### config.mk
export PLATFORM = sky130hd
export DESIGN_NAME = camera_frontend
export DESIGN_NICKNAME = d
export VERILOG_FILES = /design/src/camera_pkg.sv /design/src/camera_frontend.sv /design/src/rgb_metering.sv /design/src/bayer_binning.sv /design/src/bayer_crop.sv /design/src/crop_window_regs.sv
export VERILOG_INCLUDE_DIRS = /design/src
export SDC_FILE = /design/constraint.sdc
export NUM_CORES = 1
export LEC_CHECK = 0
export BUFFER_PORTS_ARGS = -buffer_cell sky130_fd_sc_hd__clkbuf_2
export CAP_MARGIN = 20
export CORE_UTILIZATION = 45
export DETAILED_ROUTE_END_ITERATION = 7
export GPL_TIMING_DRIVEN = 0
export SLEW_MARGIN = 20
export SYNTH_ARGS = -nofsm -noshare
export SYNTH_HDL_FRONTEND = slang
export SYNTH_SLANG_ARGS = --single-unit
### constraint.sdc
create_clock -name mipi_byte_clock -period 3.7 [get_ports mipi_byte_clock]
set_input_delay 0.37 -clock mipi_byte_clock [delete_from_list [all_inputs] [get_ports mipi_byte_clock]]
set_output_delay 0.37 -clock mipi_byte_clock [all_outputs]
set_load 0.05 [all_outputs]
### src/camera_defs.svh
// Camera front end sizes
`ifndef CAMERA_DEFS_SVH
`define CAMERA_DEFS_SVH

// Raw Bayer sample and coordinate widths
`define PIXEL_BITS 10
`define COORD_BITS 11

// Depth of the even-row line buffer in the binning stage
`define MAX_LINE_PIXELS 64

// Crop window loaded at reset, quad aligned
`define RESET_X_START 2
`define RESET_X_END 34
`define RESET_Y_START 2
`define RESET_Y_END 18

// Metering square in binned pixels, side must be a power of two
`define METER_SIZE 8
`define METER_LOG2 3

`endif
### src/camera_pkg.sv
// Camera front end types
`default_nettype none

`include "camera_defs.svh"

package camera_pkg;

    typedef logic [`PIXEL_BITS-1:0] raw_pixel_t;
    typedef logic [`COORD_BITS-1:0] coord_t;
    typedef logic [7:0] meter_value_t;
    typedef logic [1:0] cfg_addr_t;

    // Register indices for the crop window
    localparam cfg_addr_t CFG_X_START = 2'd0;
    localparam cfg_addr_t CFG_X_END = 2'd1;
    localparam cfg_addr_t CFG_Y_START = 2'd2;
    localparam cfg_addr_t CFG_Y_END = 2'd3;

    typedef struct packed {
        logic       frame_valid;
        logic       line_valid;
        raw_pixel_t data;
    } bayer_stream_t;

    typedef struct packed {
        logic       frame_valid;
        logic       valid;          // One binned pixel per beat
        raw_pixel_t red;
        raw_pixel_t green;
        raw_pixel_t blue;
    } rgb_stream_t;

    typedef struct packed {
        coord_t x_start;
        coord_t x_end;              // Exclusive
        coord_t y_start;
        coord_t y_end;              // Exclusive
    } crop_window_t;

    typedef struct packed {
        meter_value_t red;
        meter_value_t green;
        meter_value_t blue;
    } meter_result_t;

endpackage

`default_nettype wire

### src/camera_frontend.sv
// Camera byte clock front end
`timescale 1ns/1ps
`default_nettype none

module camera_frontend import camera_pkg::*; (
    input  logic          mipi_byte_clock,
    input  logic          mipi_byte_reset_n,
    input  bayer_stream_t bayer_i,
    input  logic          cfg_write_i,
    input  cfg_addr_t     cfg_addr_i,
    input  coord_t        cfg_data_i,
    output rgb_stream_t   rgb_o,
    output meter_result_t metering_o,
    output logic          metering_ready_o
);

    crop_window_t  crop_window;
    bayer_stream_t cropped;
    rgb_stream_t   binned;

    crop_window_regs crop_window_regs (
        .mipi_byte_clock   (mipi_byte_clock),
        .mipi_byte_reset_n (mipi_byte_reset_n),
        .cfg_write_i       (cfg_write_i),
        .cfg_addr_i        (cfg_addr_i),
        .cfg_data_i        (cfg_data_i),
        .frame_active_i    (bayer_i.frame_valid),  // Hold window during a frame
        .window_o          (crop_window)
    );

    bayer_crop pan_crop (
        .mipi_byte_clock   (mipi_byte_clock),
        .mipi_byte_reset_n (mipi_byte_reset_n),
        .raw_i             (bayer_i),
        .window_i          (crop_window),
        .cropped_o         (cropped)
    );

    bayer_binning binning (
        .mipi_byte_clock   (mipi_byte_clock),
        .mipi_byte_reset_n (mipi_byte_reset_n),
        .cropped_i         (cropped),
        .rgb_o             (binned)
    );

    rgb_metering metering (
        .mipi_byte_clock   (mipi_byte_clock),
        .mipi_byte_reset_n (mipi_byte_reset_n),
        .rgb_i             (binned),
        .result_o          (metering_o),
        .ready_o           (metering_ready_o)
    );

    assign rgb_o = binned;

endmodule

`default_nettype wire

### src/rgb_metering.sv
// RGB average metering
`timescale 1ns/1ps
`default_nettype none

`include "camera_defs.svh"

module rgb_metering import camera_pkg::*; (
    input  logic          mipi_byte_clock,
    input  logic          mipi_byte_reset_n,
    input  rgb_stream_t   rgb_i,
    output meter_result_t result_o,
    output logic          ready_o
);

    localparam int SHIFT = 2 * `METER_LOG2;
    localparam int SUM_BITS = `PIXEL_BITS + SHIFT;

    typedef logic [SUM_BITS-1:0] sum_t;

    coord_t        column_q;        // Binned column of next pixel
    coord_t        row_q;           // Binned row
    logic          gap_q;           // Previous cycle had no pixel
    logic          frame_valid_q;
    logic          frame_end_q;
    logic          ready_q;
    logic          in_square;
    logic          frame_start;
    sum_t          red_sum_q;
    sum_t          green_sum_q;
    sum_t          blue_sum_q;
    raw_pixel_t    red_avg;
    raw_pixel_t    green_avg;
    raw_pixel_t    blue_avg;
    meter_result_t result_q;

    always_comb begin
        in_square = (column_q < `METER_SIZE) && (row_q < `METER_SIZE);
        frame_start = rgb_i.frame_valid && !frame_valid_q;
        red_avg = raw_pixel_t'(red_sum_q >> SHIFT);
        green_avg = raw_pixel_t'(green_sum_q >> SHIFT);
        blue_avg = raw_pixel_t'(blue_sum_q >> SHIFT);
    end

    always_ff @(posedge mipi_byte_clock or negedge mipi_byte_reset_n) begin
        if (!mipi_byte_reset_n) begin
            column_q <= '0;
            row_q <= '0;
            gap_q <= 1'b1;
            frame_valid_q <= 1'b0;
            frame_end_q <= 1'b0;
            ready_q <= 1'b0;
        end else begin
            gap_q <= !rgb_i.valid;
            frame_valid_q <= rgb_i.frame_valid;
            frame_end_q <= frame_valid_q && !rgb_i.frame_valid;
            ready_q <= frame_end_q;

            // Pixels come every other cycle, two idle cycles end a line
            if (!rgb_i.frame_valid) begin
                column_q <= '0;
                row_q <= '0;
            end else if (rgb_i.valid) begin
                column_q <= column_q + 1'b1;
            end else if (gap_q && column_q != '0) begin
                column_q <= '0;
                row_q <= row_q + 1'b1;
            end
        end
    end

    always_ff @(posedge mipi_byte_clock) begin
        if (frame_start) begin
            red_sum_q <= '0;
            green_sum_q <= '0;
            blue_sum_q <= '0;
        end else if (rgb_i.valid && in_square) begin
            red_sum_q <= red_sum_q + rgb_i.red;
            green_sum_q <= green_sum_q + rgb_i.green;
            blue_sum_q <= blue_sum_q + rgb_i.blue;
        end

        if (frame_end_q) begin
            result_q.red <= red_avg[`PIXEL_BITS-1 -: 8];     // Top 8 bits
            result_q.green <= green_avg[`PIXEL_BITS-1 -: 8];
            result_q.blue <= blue_avg[`PIXEL_BITS-1 -: 8];
        end
    end

    assign result_o = result_q;
    assign ready_o = ready_q;

endmodule

`default_nettype wire

### src/bayer_binning.sv
// RGGB 2x2 binning
`timescale 1ns/1ps
`default_nettype none

`include "camera_defs.svh"

module bayer_binning import camera_pkg::*; (
    input  logic          mipi_byte_clock,
    input  logic          mipi_byte_reset_n,
    input  bayer_stream_t cropped_i,
    output rgb_stream_t   rgb_o
);

    localparam int ADDR_BITS = $clog2(`MAX_LINE_PIXELS);

    raw_pixel_t           line_buffer [`MAX_LINE_PIXELS];
    logic [ADDR_BITS-1:0] column_q;         // Cropped column of current beat
    logic                 row_odd_q;        // Cropped row parity
    logic                 line_valid_q;
    raw_pixel_t           stored;           // Even-row sample at this column
    raw_pixel_t           prev_sample_q;    // Previous sample on this row
    raw_pixel_t           red_hold_q;       // Even-row sample at previous column
    logic [`PIXEL_BITS:0] green_sum;
    logic                 emit;

    logic                 frame_valid_out_q;
    logic                 valid_out_q;
    raw_pixel_t           red_q;
    raw_pixel_t           green_q;
    raw_pixel_t           blue_q;

    always_comb begin
        stored = line_buffer[column_q];
        green_sum = stored + prev_sample_q;
        // Second beat of a quad on an odd row closes the quad
        emit = cropped_i.line_valid && row_odd_q && column_q[0];
    end

    always_ff @(posedge mipi_byte_clock or negedge mipi_byte_reset_n) begin
        if (!mipi_byte_reset_n) begin
            column_q <= '0;
            row_odd_q <= 1'b0;
            line_valid_q <= 1'b0;
        end else begin
            line_valid_q <= cropped_i.line_valid;

            if (cropped_i.line_valid) begin
                column_q <= column_q + 1'b1;
            end else begin
                column_q <= '0;
            end

            if (!cropped_i.frame_valid) begin
                row_odd_q <= 1'b0;
            end else if (line_valid_q && !cropped_i.line_valid) begin
                row_odd_q <= !row_odd_q;
            end
        end
    end

    // Line buffer holds the R/G row of each quad
    always_ff @(posedge mipi_byte_clock) begin
        if (cropped_i.line_valid && !row_odd_q) begin
            line_buffer[column_q] <= cropped_i.data;
        end
    end

    always_ff @(posedge mipi_byte_clock) begin
        if (cropped_i.line_valid) begin
            prev_sample_q <= cropped_i.data;
            red_hold_q <= stored;
        end
        if (emit) begin
            red_q <= red_hold_q;
            green_q <= green_sum[`PIXEL_BITS:1];    // Mean of both greens
            blue_q <= cropped_i.data;
        end
    end

    always_ff @(posedge mipi_byte_clock or negedge mipi_byte_reset_n) begin
        if (!mipi_byte_reset_n) begin
            frame_valid_out_q <= 1'b0;
            valid_out_q <= 1'b0;
        end else begin
            frame_valid_out_q <= cropped_i.frame_valid;
            valid_out_q <= emit;
        end
    end

    always_comb begin
        rgb_o.frame_valid = frame_valid_out_q;
        rgb_o.valid = valid_out_q;
        rgb_o.red = red_q;
        rgb_o.green = green_q;
        rgb_o.blue = blue_q;
    end

endmodule

`default_nettype wire

### src/bayer_crop.sv
// Bayer pan crop
`timescale 1ns/1ps
`default_nettype none

module bayer_crop import camera_pkg::*; (
    input  logic          mipi_byte_clock,
    input  logic          mipi_byte_reset_n,
    input  bayer_stream_t raw_i,
    input  crop_window_t  window_i,
    output bayer_stream_t cropped_o
);

    coord_t     column_q;           // Column of the current input beat
    coord_t     row_q;              // Row of the current input line
    logic       line_valid_q;       // For line end detection
    logic       in_window;
    logic       frame_valid_out_q;
    logic       line_valid_out_q;
    raw_pixel_t data_out_q;

    always_comb begin
        in_window = (column_q >= window_i.x_start) && (column_q < window_i.x_end) &&
                    (row_q >= window_i.y_start) && (row_q < window_i.y_end);
    end

    // Position counters
    always_ff @(posedge mipi_byte_clock or negedge mipi_byte_reset_n) begin
        if (!mipi_byte_reset_n) begin
            column_q <= '0;
            row_q <= '0;
            line_valid_q <= 1'b0;
        end else begin
            line_valid_q <= raw_i.line_valid;

            if (raw_i.line_valid) begin
                column_q <= column_q + 1'b1;
            end else begin
                column_q <= '0;
            end

            if (!raw_i.frame_valid) begin
                row_q <= '0;
            end else if (line_valid_q && !raw_i.line_valid) begin
                row_q <= row_q + 1'b1;  // Advance at line end
            end
        end
    end

    always_ff @(posedge mipi_byte_clock or negedge mipi_byte_reset_n) begin
        if (!mipi_byte_reset_n) begin
            frame_valid_out_q <= 1'b0;
            line_valid_out_q <= 1'b0;
        end else begin
            frame_valid_out_q <= raw_i.frame_valid;
            line_valid_out_q <= raw_i.line_valid && in_window;
        end
    end

    always_ff @(posedge mipi_byte_clock) begin
        data_out_q <= raw_i.data;
    end

    always_comb begin
        cropped_o.frame_valid = frame_valid_out_q;
        cropped_o.line_valid = line_valid_out_q;
        cropped_o.data = data_out_q;
    end

endmodule

`default_nettype wire

### src/crop_window_regs.sv
// Crop window registers
`timescale 1ns/1ps
`default_nettype none

`include "camera_defs.svh"

module crop_window_regs import camera_pkg::*; (
    input  logic         mipi_byte_clock,
    input  logic         mipi_byte_reset_n,
    input  logic         cfg_write_i,
    input  cfg_addr_t    cfg_addr_i,
    input  coord_t       cfg_data_i,
    input  logic         frame_active_i,
    output crop_window_t window_o
);

    localparam crop_window_t RESET_WINDOW = '{
        x_start: coord_t'(`RESET_X_START),
        x_end:   coord_t'(`RESET_X_END),
        y_start: coord_t'(`RESET_Y_START),
        y_end:   coord_t'(`RESET_Y_END)
    };

    crop_window_t written_q;        // Last values written
    crop_window_t shadow_q;         // Values the crop stage sees
    coord_t       aligned_data;

    // Keep the window on RGGB quad boundaries
    always_comb aligned_data = {cfg_data_i[`COORD_BITS-1:1], 1'b0};

    always_ff @(posedge mipi_byte_clock or negedge mipi_byte_reset_n) begin
        if (!mipi_byte_reset_n) begin
            written_q <= RESET_WINDOW;
            shadow_q <= RESET_WINDOW;
        end else begin
            if (cfg_write_i) begin
                case (cfg_addr_i)
                    CFG_X_START: written_q.x_start <= aligned_data;
                    CFG_X_END:   written_q.x_end <= aligned_data;
                    CFG_Y_START: written_q.y_start <= aligned_data;
                    CFG_Y_END:   written_q.y_end <= aligned_data;
                    default:     written_q <= written_q;
                endcase
            end
            if (!frame_active_i) begin
                shadow_q <= written_q;   // Only between frames
            end
        end
    end

    assign window_o = shadow_q;

endmodule

`default_nettype wire

==> results of run 1 <==
state kept, by name, summed over array words and instances (netlist names), 6 cells and up:
signal                      cells
binning.prev_sample_q          10
metering.row_q                 11
crop_window_regs.written_q     40
metering.result_o              24
metering.column_q              11
binning.blue_q                 10
metering.green_sum_q           16
binning.line_buffer           640
pan_crop.column_q              11
pan_crop.data_out_q            10
binning.red_hold_q             10
binning.red_q                  10
binning.green_q                10
pan_crop.row_q                 11
metering.red_sum_q             16
binning.column_q                6
metering.blue_sum_q            16
crop_window_regs.window_o      40
kinds of logic after synthesis:
kind of cell / Yosys count / synth area share
AO/OA/AOI/OAI: 590 / 0.120
multiplexers: 97 / 0.0298
buffers and inverters: 188 / 0.0212
flip-flops: 913 / 0.728
XOR/XNOR: 59 / 0.0144
AND/OR/NAND/NOR: 397 / 0.0553
adder cells (fa/ha/maj): 87 / 0.0311
power by group through the flow:
stage                     logic, mW  registers [mW]  clock network [mW]
after CTS                     0.612            11.5                9.82
after global routing          0.671            11.5                10.2
after global placement        0.517            11.7                   0
after floorplan               0.347            11.7                   0
final                         0.600            11.5                9.77
after detailed placement      0.596            11.7                   0
repair_timing:
item / CTS / global route
resized for setup: 285 / 65
gates cloned: 3 / 1
pin swaps: 40 / 43
setup buffers: 46 / 31
hold buffers: 13 / 0
setup endpoints to repair: 660 / 107
endpoints found under the hold margin: 62 / 0
worst max-delay path by stage:
stage                                        startpoint                           end  slack, ns  depth (start not counted)
final                     binning.column_q[2]$_DFF_PN0_  binning.green_q[9]$_DFFE_PP_      -0.51                         16
after floorplan           binning.column_q[0]$_DFF_PN0_  binning.green_q[9]$_DFFE_PP_      -0.10                         22
after global routing      binning.column_q[2]$_DFF_PN0_  binning.green_q[9]$_DFFE_PP_      -0.56                         22
after CTS                 binning.column_q[2]$_DFF_PN0_  binning.green_q[9]$_DFFE_PP_      -0.63                         21
after global placement    binning.column_q[2]$_DFF_PN0_  binning.green_q[9]$_DFFE_PP_      -3.06                         21
after detailed placement  binning.column_q[0]$_DFF_PN0_  binning.green_q[9]$_DFFE_PP_      -2.91                         20
routing by layer:
layer | routed length, µm | up-vias
met5 | 19 | -
met4 | 5730 | 2
met3 | 11700 | 313
met2 | 50200 | 1314
met1 | 42800 | 11553
li1 | - | 9709
layout by cell type, fill, tap and decap left out, types with 20 or more instances in the layout:
master and instances:
a221oi_1 49, buf_4 82, a22o_1 54, clkbuf_16 114
nand2_1 107, dfxtp_1 48, dfrtp_1 125, ha_1 81
inv_1 75, nor2_2 34, nand3_1 29, a22oi_1 175
mux2_2 80, xnor2_1 42, nor2_1 51, clkbuf_2 84
edfxtp_1 714, a21oi_1 60, a21o_1 20, clkbuf_1 48
a31oi_1 44, o21ai_0 48, and2_1 28
cell type report:
| type | instances | area, µm² | share of cell area |
|---|---|---|---|
| diodes | 2 | 5.00 | 0.000115 |
| plain buffers | 107 | 1190 | 0.0275 |
| clock buffers | 123 | 2550 | 0.0589 |
| clock inverters | 49 | 599 | 0.0138 |
| inverters | 76 | 285 | 0.00658 |
| multi-input cells | 1231 | 9870 | 0.227 |
| flip-flops and latches | 913 | 26200 | 0.604 |
| well taps | 1050 | 1310 | 0.0303 |
| repair buffers | 184 | 1380 | 0.0318 |
synth_stat cells, drive strengths merged, types with 5 or more instances:
library cell and n:
edfxtp 714, a22oi 186, dfrtp 128, nand2 111
nor2 97, ha 83, mux2 80, inv 76
a221oi 66, clkbuf 66, a21oi 63, a31oi 61
dfxtp 58, a22o 54, o21ai 53, buf 46
xnor2 42, and2 31, nand3 29, a41oi 21
a21o 20, nor4 20, or3 18, mux2i 17
xor2 17, nor2b 16, and3 15, nand2b 14
dfstp 13, nand4 12, o21a 12, a21boi 11
or4 10, nand3b 9, o22a 7, nor3 6
nor3b 6, o211ai 6, o22ai 6, o31ai 5
worst register-to-register path, stage by stage, from the launching register on:
cell and delay (ns):
dfrtp_2 0.42, inv_2 0.11, buf_12 0.17, nor3_4 0.45
clkbuf_16 0.30, buf_4 0.37, a22oi_1 0.16, a31oi_1 0.53
nor4_4 0.13, nand3_1 0.25, ha_1 0.35, o21ai_2 0.08
nand2_1 0.08, a21o_1 0.18, a21o_1 0.19, a21oi_2 0.13
o21bai_1 0.07
==> summary.md, run 1 <==
| Metric | Value |
|---|---|
| Crit Path Class | `flop to flop` |
| DR vias | `about 23000` |
| Clock Sink Count | `between 900 and 1000` |
| Crit-path max cell delay | `0.53 ns` |
| Grt total ovfl | `0` |
| Via density | `slightly above 6` |
| P_sw | `approximately 4.5 mW` |
| Endpoint, Worst Hold | `crop_window_regs.written_q[15]$_DFFE_PN0P_` |
| Syn nets | `roughly 2400` |
| Initial antenna violation count | `2` |
| Startpoint Class | `flop` |
| Area after DPL | `about 38000 µm²` |
| Later-pin clock latency in the skew report | `0.67 ns` |
| Die X | `approximately 280 µm` |
| DRT Pass-1 Iters | `6` |
| HPWL after DPL | `~68 mm` |
| Rows | `between 100 and 150` |
| Post-Syn Area per Cell | `about 15 µm²` |
| RSZ-0062 raised after global routing | `true` |
| Hold crit path type | `primary input to flop` |
| R2R Path End | `binning.green_q[9]$_DFFE_PP_` |
| Slew headroom | `0.202` |
| Worst Skew | `approximately 0.033 ns` |
| Syn. warnings | `0` |
| DRT Wirelength | `110 mm` |
| Share of layout cells above drive strength 1 | `0.238` |
| Clock share of power | `0.447` |
| GR Util met3 | `0.0705` |
| Worst slew pin tran | `1.19 ns` |
| Comb pwr share | `0.027` |
| Antenna-violating nets left | `0` |
| Post-synth top area cell | `edfxtp_1` |
| Layout filler cell count | `around 6200` |
| Drt wl/cell | `~30 µm` |
| IO Pins | `85` |
| R2R Setup Slk | `-0.51 ns` |
| Fin. Hold Viols | `0` |
| CTS tree | `built` |
| Fraction of registers with async set/reset | `0.154` |
| Final max-slew violation count | `0` |
| FMAX | `~240 MHz` |
| Largest net degree at the start of global routing | `approximately 90` |
| Yosys reg bits | `~910` |
| Outcome | `finished with violations` |
| Post-layout util | `0.549` |
| Die height | `285 µm` |
| Slowest-stage cell, CP | `a31oi_1` |
| Seq/Total Area, Yosys | `0.728` |
| Synth Instances | `~2300` |
| Pwr Density | `about 500 nW/µm²` |
| Register share of total power | `0.525` |
| Die area | `approximately 81000 µm²` |
| Main synth FF type | `edfxtp_1` |
| CTS root buf | `clkbuf_16` |
| Met2 Track Usage GR | `0.418` |
| Port Buf Inserts | `just over 80` |
| First-pass GRT wire length | `roughly 160 mm` |
| Failing checks | `setup timing` |
| P&R area growth vs syn | `20.7%` |
| Final period utilization | `1.14` |
| FF-to-FF Start | `binning.column_q[2]$_DFF_PN0_` |
| Placer Congestion | `0.967` |
| Core ar. | `between 70000 and 80000 µm²` |
| Number of synthesized flops with an enable pin | `approximately 700` |
| Max-cap violations | `0` |
| Inst Count DP | `roughly 3500` |
| First DRT Iteration DRCs | `between 2000 and 3000` |
| Clock transition at the registers of the reported paths | `approximately 0.06 ns` |
| Worst setup EP type | `flop` |
| Worst path required time | `4.09 ns` |
| CP Cell Sequence | `inv_2, buf_12, nor3_4, clkbuf_16, buf_4, a22oi_1, a31oi_1, nor4_4, nand3_1, ha_1, o21ai_2, nand2_1, a21o_1, a21o_1, a21oi_2, o21bai_1` |
| Drt drc | `0` |
| Total power | `around 22 mW` |
| Vias in the first global route | `around 22000` |
| LEAKAGE | `15.2 nW` |
| Setup TNS Final | `-2.29 ns` |
| Final Cell Area | `~43000 µm²` |
| Top cells by area, synth | `edfxtp_1 (60%), dfrtp_1 (8.9%), a22oi_1 (3.9%)` |
| Hold_ws | `0.0299 ns` |
| H-tree Lvls | `3` |
| R2R cell count | `16` |
| WP buf/inv | `4` |
| Busiest grt layer | `met2` |
| Final setup vio count | `7` |
| Sw Ratio | `0.207` |
| Most used cell, CP | `a21o_1` |
| Grt met1 use | `0.357` |
| Initial Util | `0.455` |
| Worst hold path cell count | `2` |
| Hold Startpoint | `cfg_data_i[4]` |
| Post-synth top area share | `0.597` |
| Critical Path Fanout Max | `11` |
| Final cell count without fillers | `~3700` |
| Worst path top cell family by delay | `compound AO/OA/AOI/OAI gates` |
| All-layer global routing usage | `0.270` |
| Pre-CTS setup slack | `-2.91 ns` |
| Clock buffer depth | `3` |
| Netlist cell types | `65` |
| Post-layout min period | `roughly 4.2 ns` |
| CP arrival | `4.60 ns` |
| Num CTS Buffers | `a little over 90` |
| Syn Std Cell Area | `between 30000 and 40000 µm²` |
| Max rail drop VDD | `0.000418 V` |
| Crit path setup slack, layout | `-0.505 ns` |
| Int Power | `between 15 and 20 mW` |
| Final nets | `~2700` |
Power figures use the tool's default switching activity.
==> run 2, diff against run 1 <==
==> constraint.sdc (replaced) <==
create_clock -name mipi_byte_clock -period 4.38 [get_ports mipi_byte_clock]
set_input_delay 0.438 -clock mipi_byte_clock [delete_from_list [all_inputs] [get_ports mipi_byte_clock]]
set_output_delay 0.438 -clock mipi_byte_clock [all_outputs]
set_load 0.05 [all_outputs]
==> run 2 against run 1 <==
Against the previous run: the flow now finishes without violations; sequential cell count unchanged; total power down 16%; routed wire length down 0.97%; via count down 1.1%; first-iteration DRC count down 3.7%; clock skew up 0.0098 ns; die area unchanged; critical path type unchanged; largest cell class unchanged.
==> summary.md, run 2 (synthesized netlist as in run 1, its figures left out) <==
| Metric | Value |
|---|---|
| R2R Setup Slk | `0.04 ns (+0.54 ns)` |
| Max rail drop VDD | `0.000381 V (-8.9%)` |
| Post-layout util | `0.540 (-0.00895)` |
| Final setup vio count | `0 (-7)` |
| Max-cap violations | `0 (unchanged)` |
| Die X | `285 µm (unchanged)` |
| Fin. Hold Viols | `0 (unchanged)` |
| Crit path setup slack, layout | `0.0354 ns (+0.541 ns)` |
| Area after DPL | `38000 µm² (-0.12%)` |
| Final Cell Area | `42700 µm² (-1.6%)` |
| Later-pin clock latency in the skew report | `0.68 ns (about the same)` |
| Final nets | `2689 (-1.2%)` |
| CP arrival | `4.75 ns (+0.15 ns)` |
| Pre-CTS setup slack | `-2.69 ns (+0.223 ns)` |
| P_sw | `3.89 mW (-14%)` |
| Initial Util | `0.455 (unchanged)` |
| Rows | `103 (unchanged)` |
| Hold crit path type | `primary input to flop` |
| Setup TNS Final | `0 ns (+2.29 ns)` |
| Largest Register | `binning.line_buffer` |
| Slew headroom | `0.207 (+0.00437)` |
| CTS root buf | `clkbuf_16` |
| Startpoint Class | `flop` |
| CP Cell Sequence | `buf_12, nor3_4, clkbuf_16, clkbuf_8, a22oi_2, a41oi_2, nor4_2, nand2_2, ha_4, nor2b_1, o21ai_1, nand2b_1, and2_4, o21ai_2, nand2_1, a21o_1, a21o_1, a21oi_2, o21bai_1` |
| Antenna-violating nets left | `0 (unchanged)` |
| Most used cell, CP | `a21o_1` |
| # diodes | `0 (-2)` |
| First DRT Iteration DRCs | `2778 (-3.7%)` |
| Inst Count DP | `3473 (+0.058%)` |
| Worst path top cell family by delay | `simple AND/OR/NAND/NOR gates` |
| Clock buffer depth | `3 (unchanged)` |
| Worst slew pin tran | `1.19 ns (-0.00653 ns)` |
| Drt drc | `0 (unchanged)` |
| Comb pwr share | `0.028 (about the same)` |
| FMAX | `230 MHz (-3.2%)` |
| DRT Pass-1 Iters | `5 (-1)` |
| Worst Skew | `0.0429 ns (+0.00976 ns)` |
| Final max-slew violation count | `0 (unchanged)` |
| DR vias | `22648 (-1.1%)` |
| Via density | `6.12 (-0.15%)` |
| Vias in the first global route | `21947 (-1.4%)` |
| Clock Sink Count | `913 (unchanged)` |
| Placer Congestion | `0.985 (+1.9%)` |
| DRT Wirelength | `109 mm (-0.97%)` |
| HPWL after DPL | `67.6 mm (about the same)` |
| P&R area growth vs syn | `18.8%` |
| Final cell count without fillers | `3701 (-0.91%)` |
| Most frequent cells in the layout | `edfxtp_1 (714), a22oi_1 (176), dfrtp_1 (125)` |
| Num CTS Buffers | `97 (+4.3%)` |
| WP buf/inv | `3 (-1)` |
| Clock transition at the registers of the reported paths | `0.06 ns (about the same)` |
| Post-layout min period | `4.34 ns (+0.139 ns)` |
| Worst path required time | `4.78 ns (+0.69 ns)` |
| Share of layout cells above drive strength 1 | `0.214 (-0.0243)` |
| Die area | `81000 µm² (unchanged)` |
| Drt wl/cell | `29.6 µm (about the same)` |
| Sw Ratio | `0.211 (+0.00455)` |
| Crit-path max cell delay | `0.56 ns (+0.03 ns)` |
| Worst setup EP type | `flop` |
| Pwr Density | `432 nW/µm² (-14%)` |
| Critical Path Fanout Max | `19 (+8)` |
| Outcome | `finished, final reports clean` |
| Port Buf Inserts | `83 (unchanged)` |
| Final period utilization | `0.992 (-0.145)` |
| Number of flip-flops in the largest register | `640 (unchanged)` |
| Int Power | `14.5 mW (-16%)` |
| Slowest-stage cell, CP | `nor3_4` |
| Clock share of power | `0.446 (about the same)` |
| Grt total ovfl | `0 (unchanged)` |
| All-layer global routing usage | `0.269 (-0.00121)` |
| LEAKAGE | `14.9 nW (-1.9%)` |
| Core ar. | `79000 µm² (unchanged)` |
| Register share of total power | `0.525 (about the same)` |
| CTS tree | `built` |
| First-pass GRT wire length | `156 mm (-0.47%)` |
| Die height | `285 µm (unchanged)` |
| IO Pins | `85 (unchanged)` |
| Crit Path Class | `flop to flop` |
| Commonest non-fill, non-tap cell in the layout | `edfxtp_1` |
| Largest net degree at the start of global routing | `75 (-16%)` |
| Initial antenna violation count | `0 (-2)` |
| H-tree Lvls | `3 (unchanged)` |
## run 2: cell count changes in the layout (fill, tap and decap cells not counted), sizes merged
| cell | delta |
|---|---|
| and2 | -1 |
| buf | -37 |
| bufinv | -4 |
| clkbuf | +9 |
| clkinv | -3 |
| clkinvlp | +2 |
| diode | -2 |
| dlygate4sd3 | -1 |
| inv | +3 |
## run 2: worst reg2reg max path, stage by stage, from the launching register on
cell	delay [ns]
dfrtp_2	0.45
buf_12	0.19
nor3_4	0.57
clkbuf_16	0.32
clkbuf_8	0.29
a22oi_2	0.14
a41oi_2	0.33
nor4_2	0.11
nand2_2	0.19
ha_4	0.24
nor2b_1	0.12
o21ai_1	0.12
nand2b_1	0.09
and2_4	0.17
o21ai_2	0.12
nand2_1	0.08
a21o_1	0.18
a21o_1	0.18
a21oi_2	0.12
o21bai_1	0.07
## run 2: power groups by stage
| stage | Clock, mW | Combinational (mW) | Sequential, mW |
|---|---|---|---|
| 2_1_floorplan | 0 | 0.293 | 9.86 |
| 3_3_place_gp | 0 | 0.436 | 9.91 |
| 3_5_place_dp | 0 | 0.521 | 9.86 |
| 4_1_cts | 8.26 | 0.535 | 9.68 |
| 5_1_grt | 8.61 | 0.587 | 9.71 |
| 6_report | 8.22 | 0.524 | 9.68 |
## run 2: repair_timing
item                                    in CTS  in global routing
endpoints found under the setup margin     657                  4
hold buffers                                12                  0
endpoints found under the hold margin       81                  0
gates resized for setup                    237                 48
setup buffers                               28                 13
cloned                                       1                  0
pin swaps                                   21                 23
## run 2: stage by stage
| stage | hold slack [ns] | power, mW |
|---|---|---|
| floorplan | 0.142 | 10.2 |
| global placement | 0.389 | 10.3 |
| detailed placement | 0.392 | 10.4 |
| global route | 0.0138 | 18.9 |
| CTS | 0.00866 | 18.5 |
| finish | 0.0323 | 18.4 |
## run 2: cell type report
type	instances	area, µm²
Clock buffer	129	2630
Timing Repair Buffer	150	1130
Inverter	76	285
Clock inverter	47	539
Fill cell	6288	36300
Tap cell	1050	1310
Sequential cell	913	26200
Buffer	106	1010
Multi-Input combinational cell	1230	9580
## run 2: layer usage
| metal | wire, µm | GRT usage | vias up |
|---|---|---|---|
| met5 | 0 | 0 | - |
| met4 | 5310 | 0.123 | 0 |
| met3 | 11600 | 0.0669 | 267 |
| met2 | 49600 | 0.413 | 1265 |
| met1 | 42900 | 0.360 | 11467 |
| li1 | - | - | 9649 |
## run 2: worst paths after layout
check,from,end,cells after the start
max,binning.column_q[2]$_DFF_PN0_,binning.green_q[9]$_DFFE_PP_,19
min,bayer_i[10],pan_crop.line_valid_q$_DFF_PN0_,1
max reg2reg,binning.column_q[2]$_DFF_PN0_,binning.green_q[9]$_DFFE_PP_,19
min reg2reg,pan_crop.frame_valid_out_q$_DFF_PN0_,binning.frame_valid_out_q$_DFF_PN0_,0
max in group asynchronous,mipi_byte_reset_n,crop_window_regs.written_q[4]$_DFFE_PN1P_,3
min in group asynchronous,mipi_byte_reset_n,metering.frame_end_q$_DFF_PN0_,2
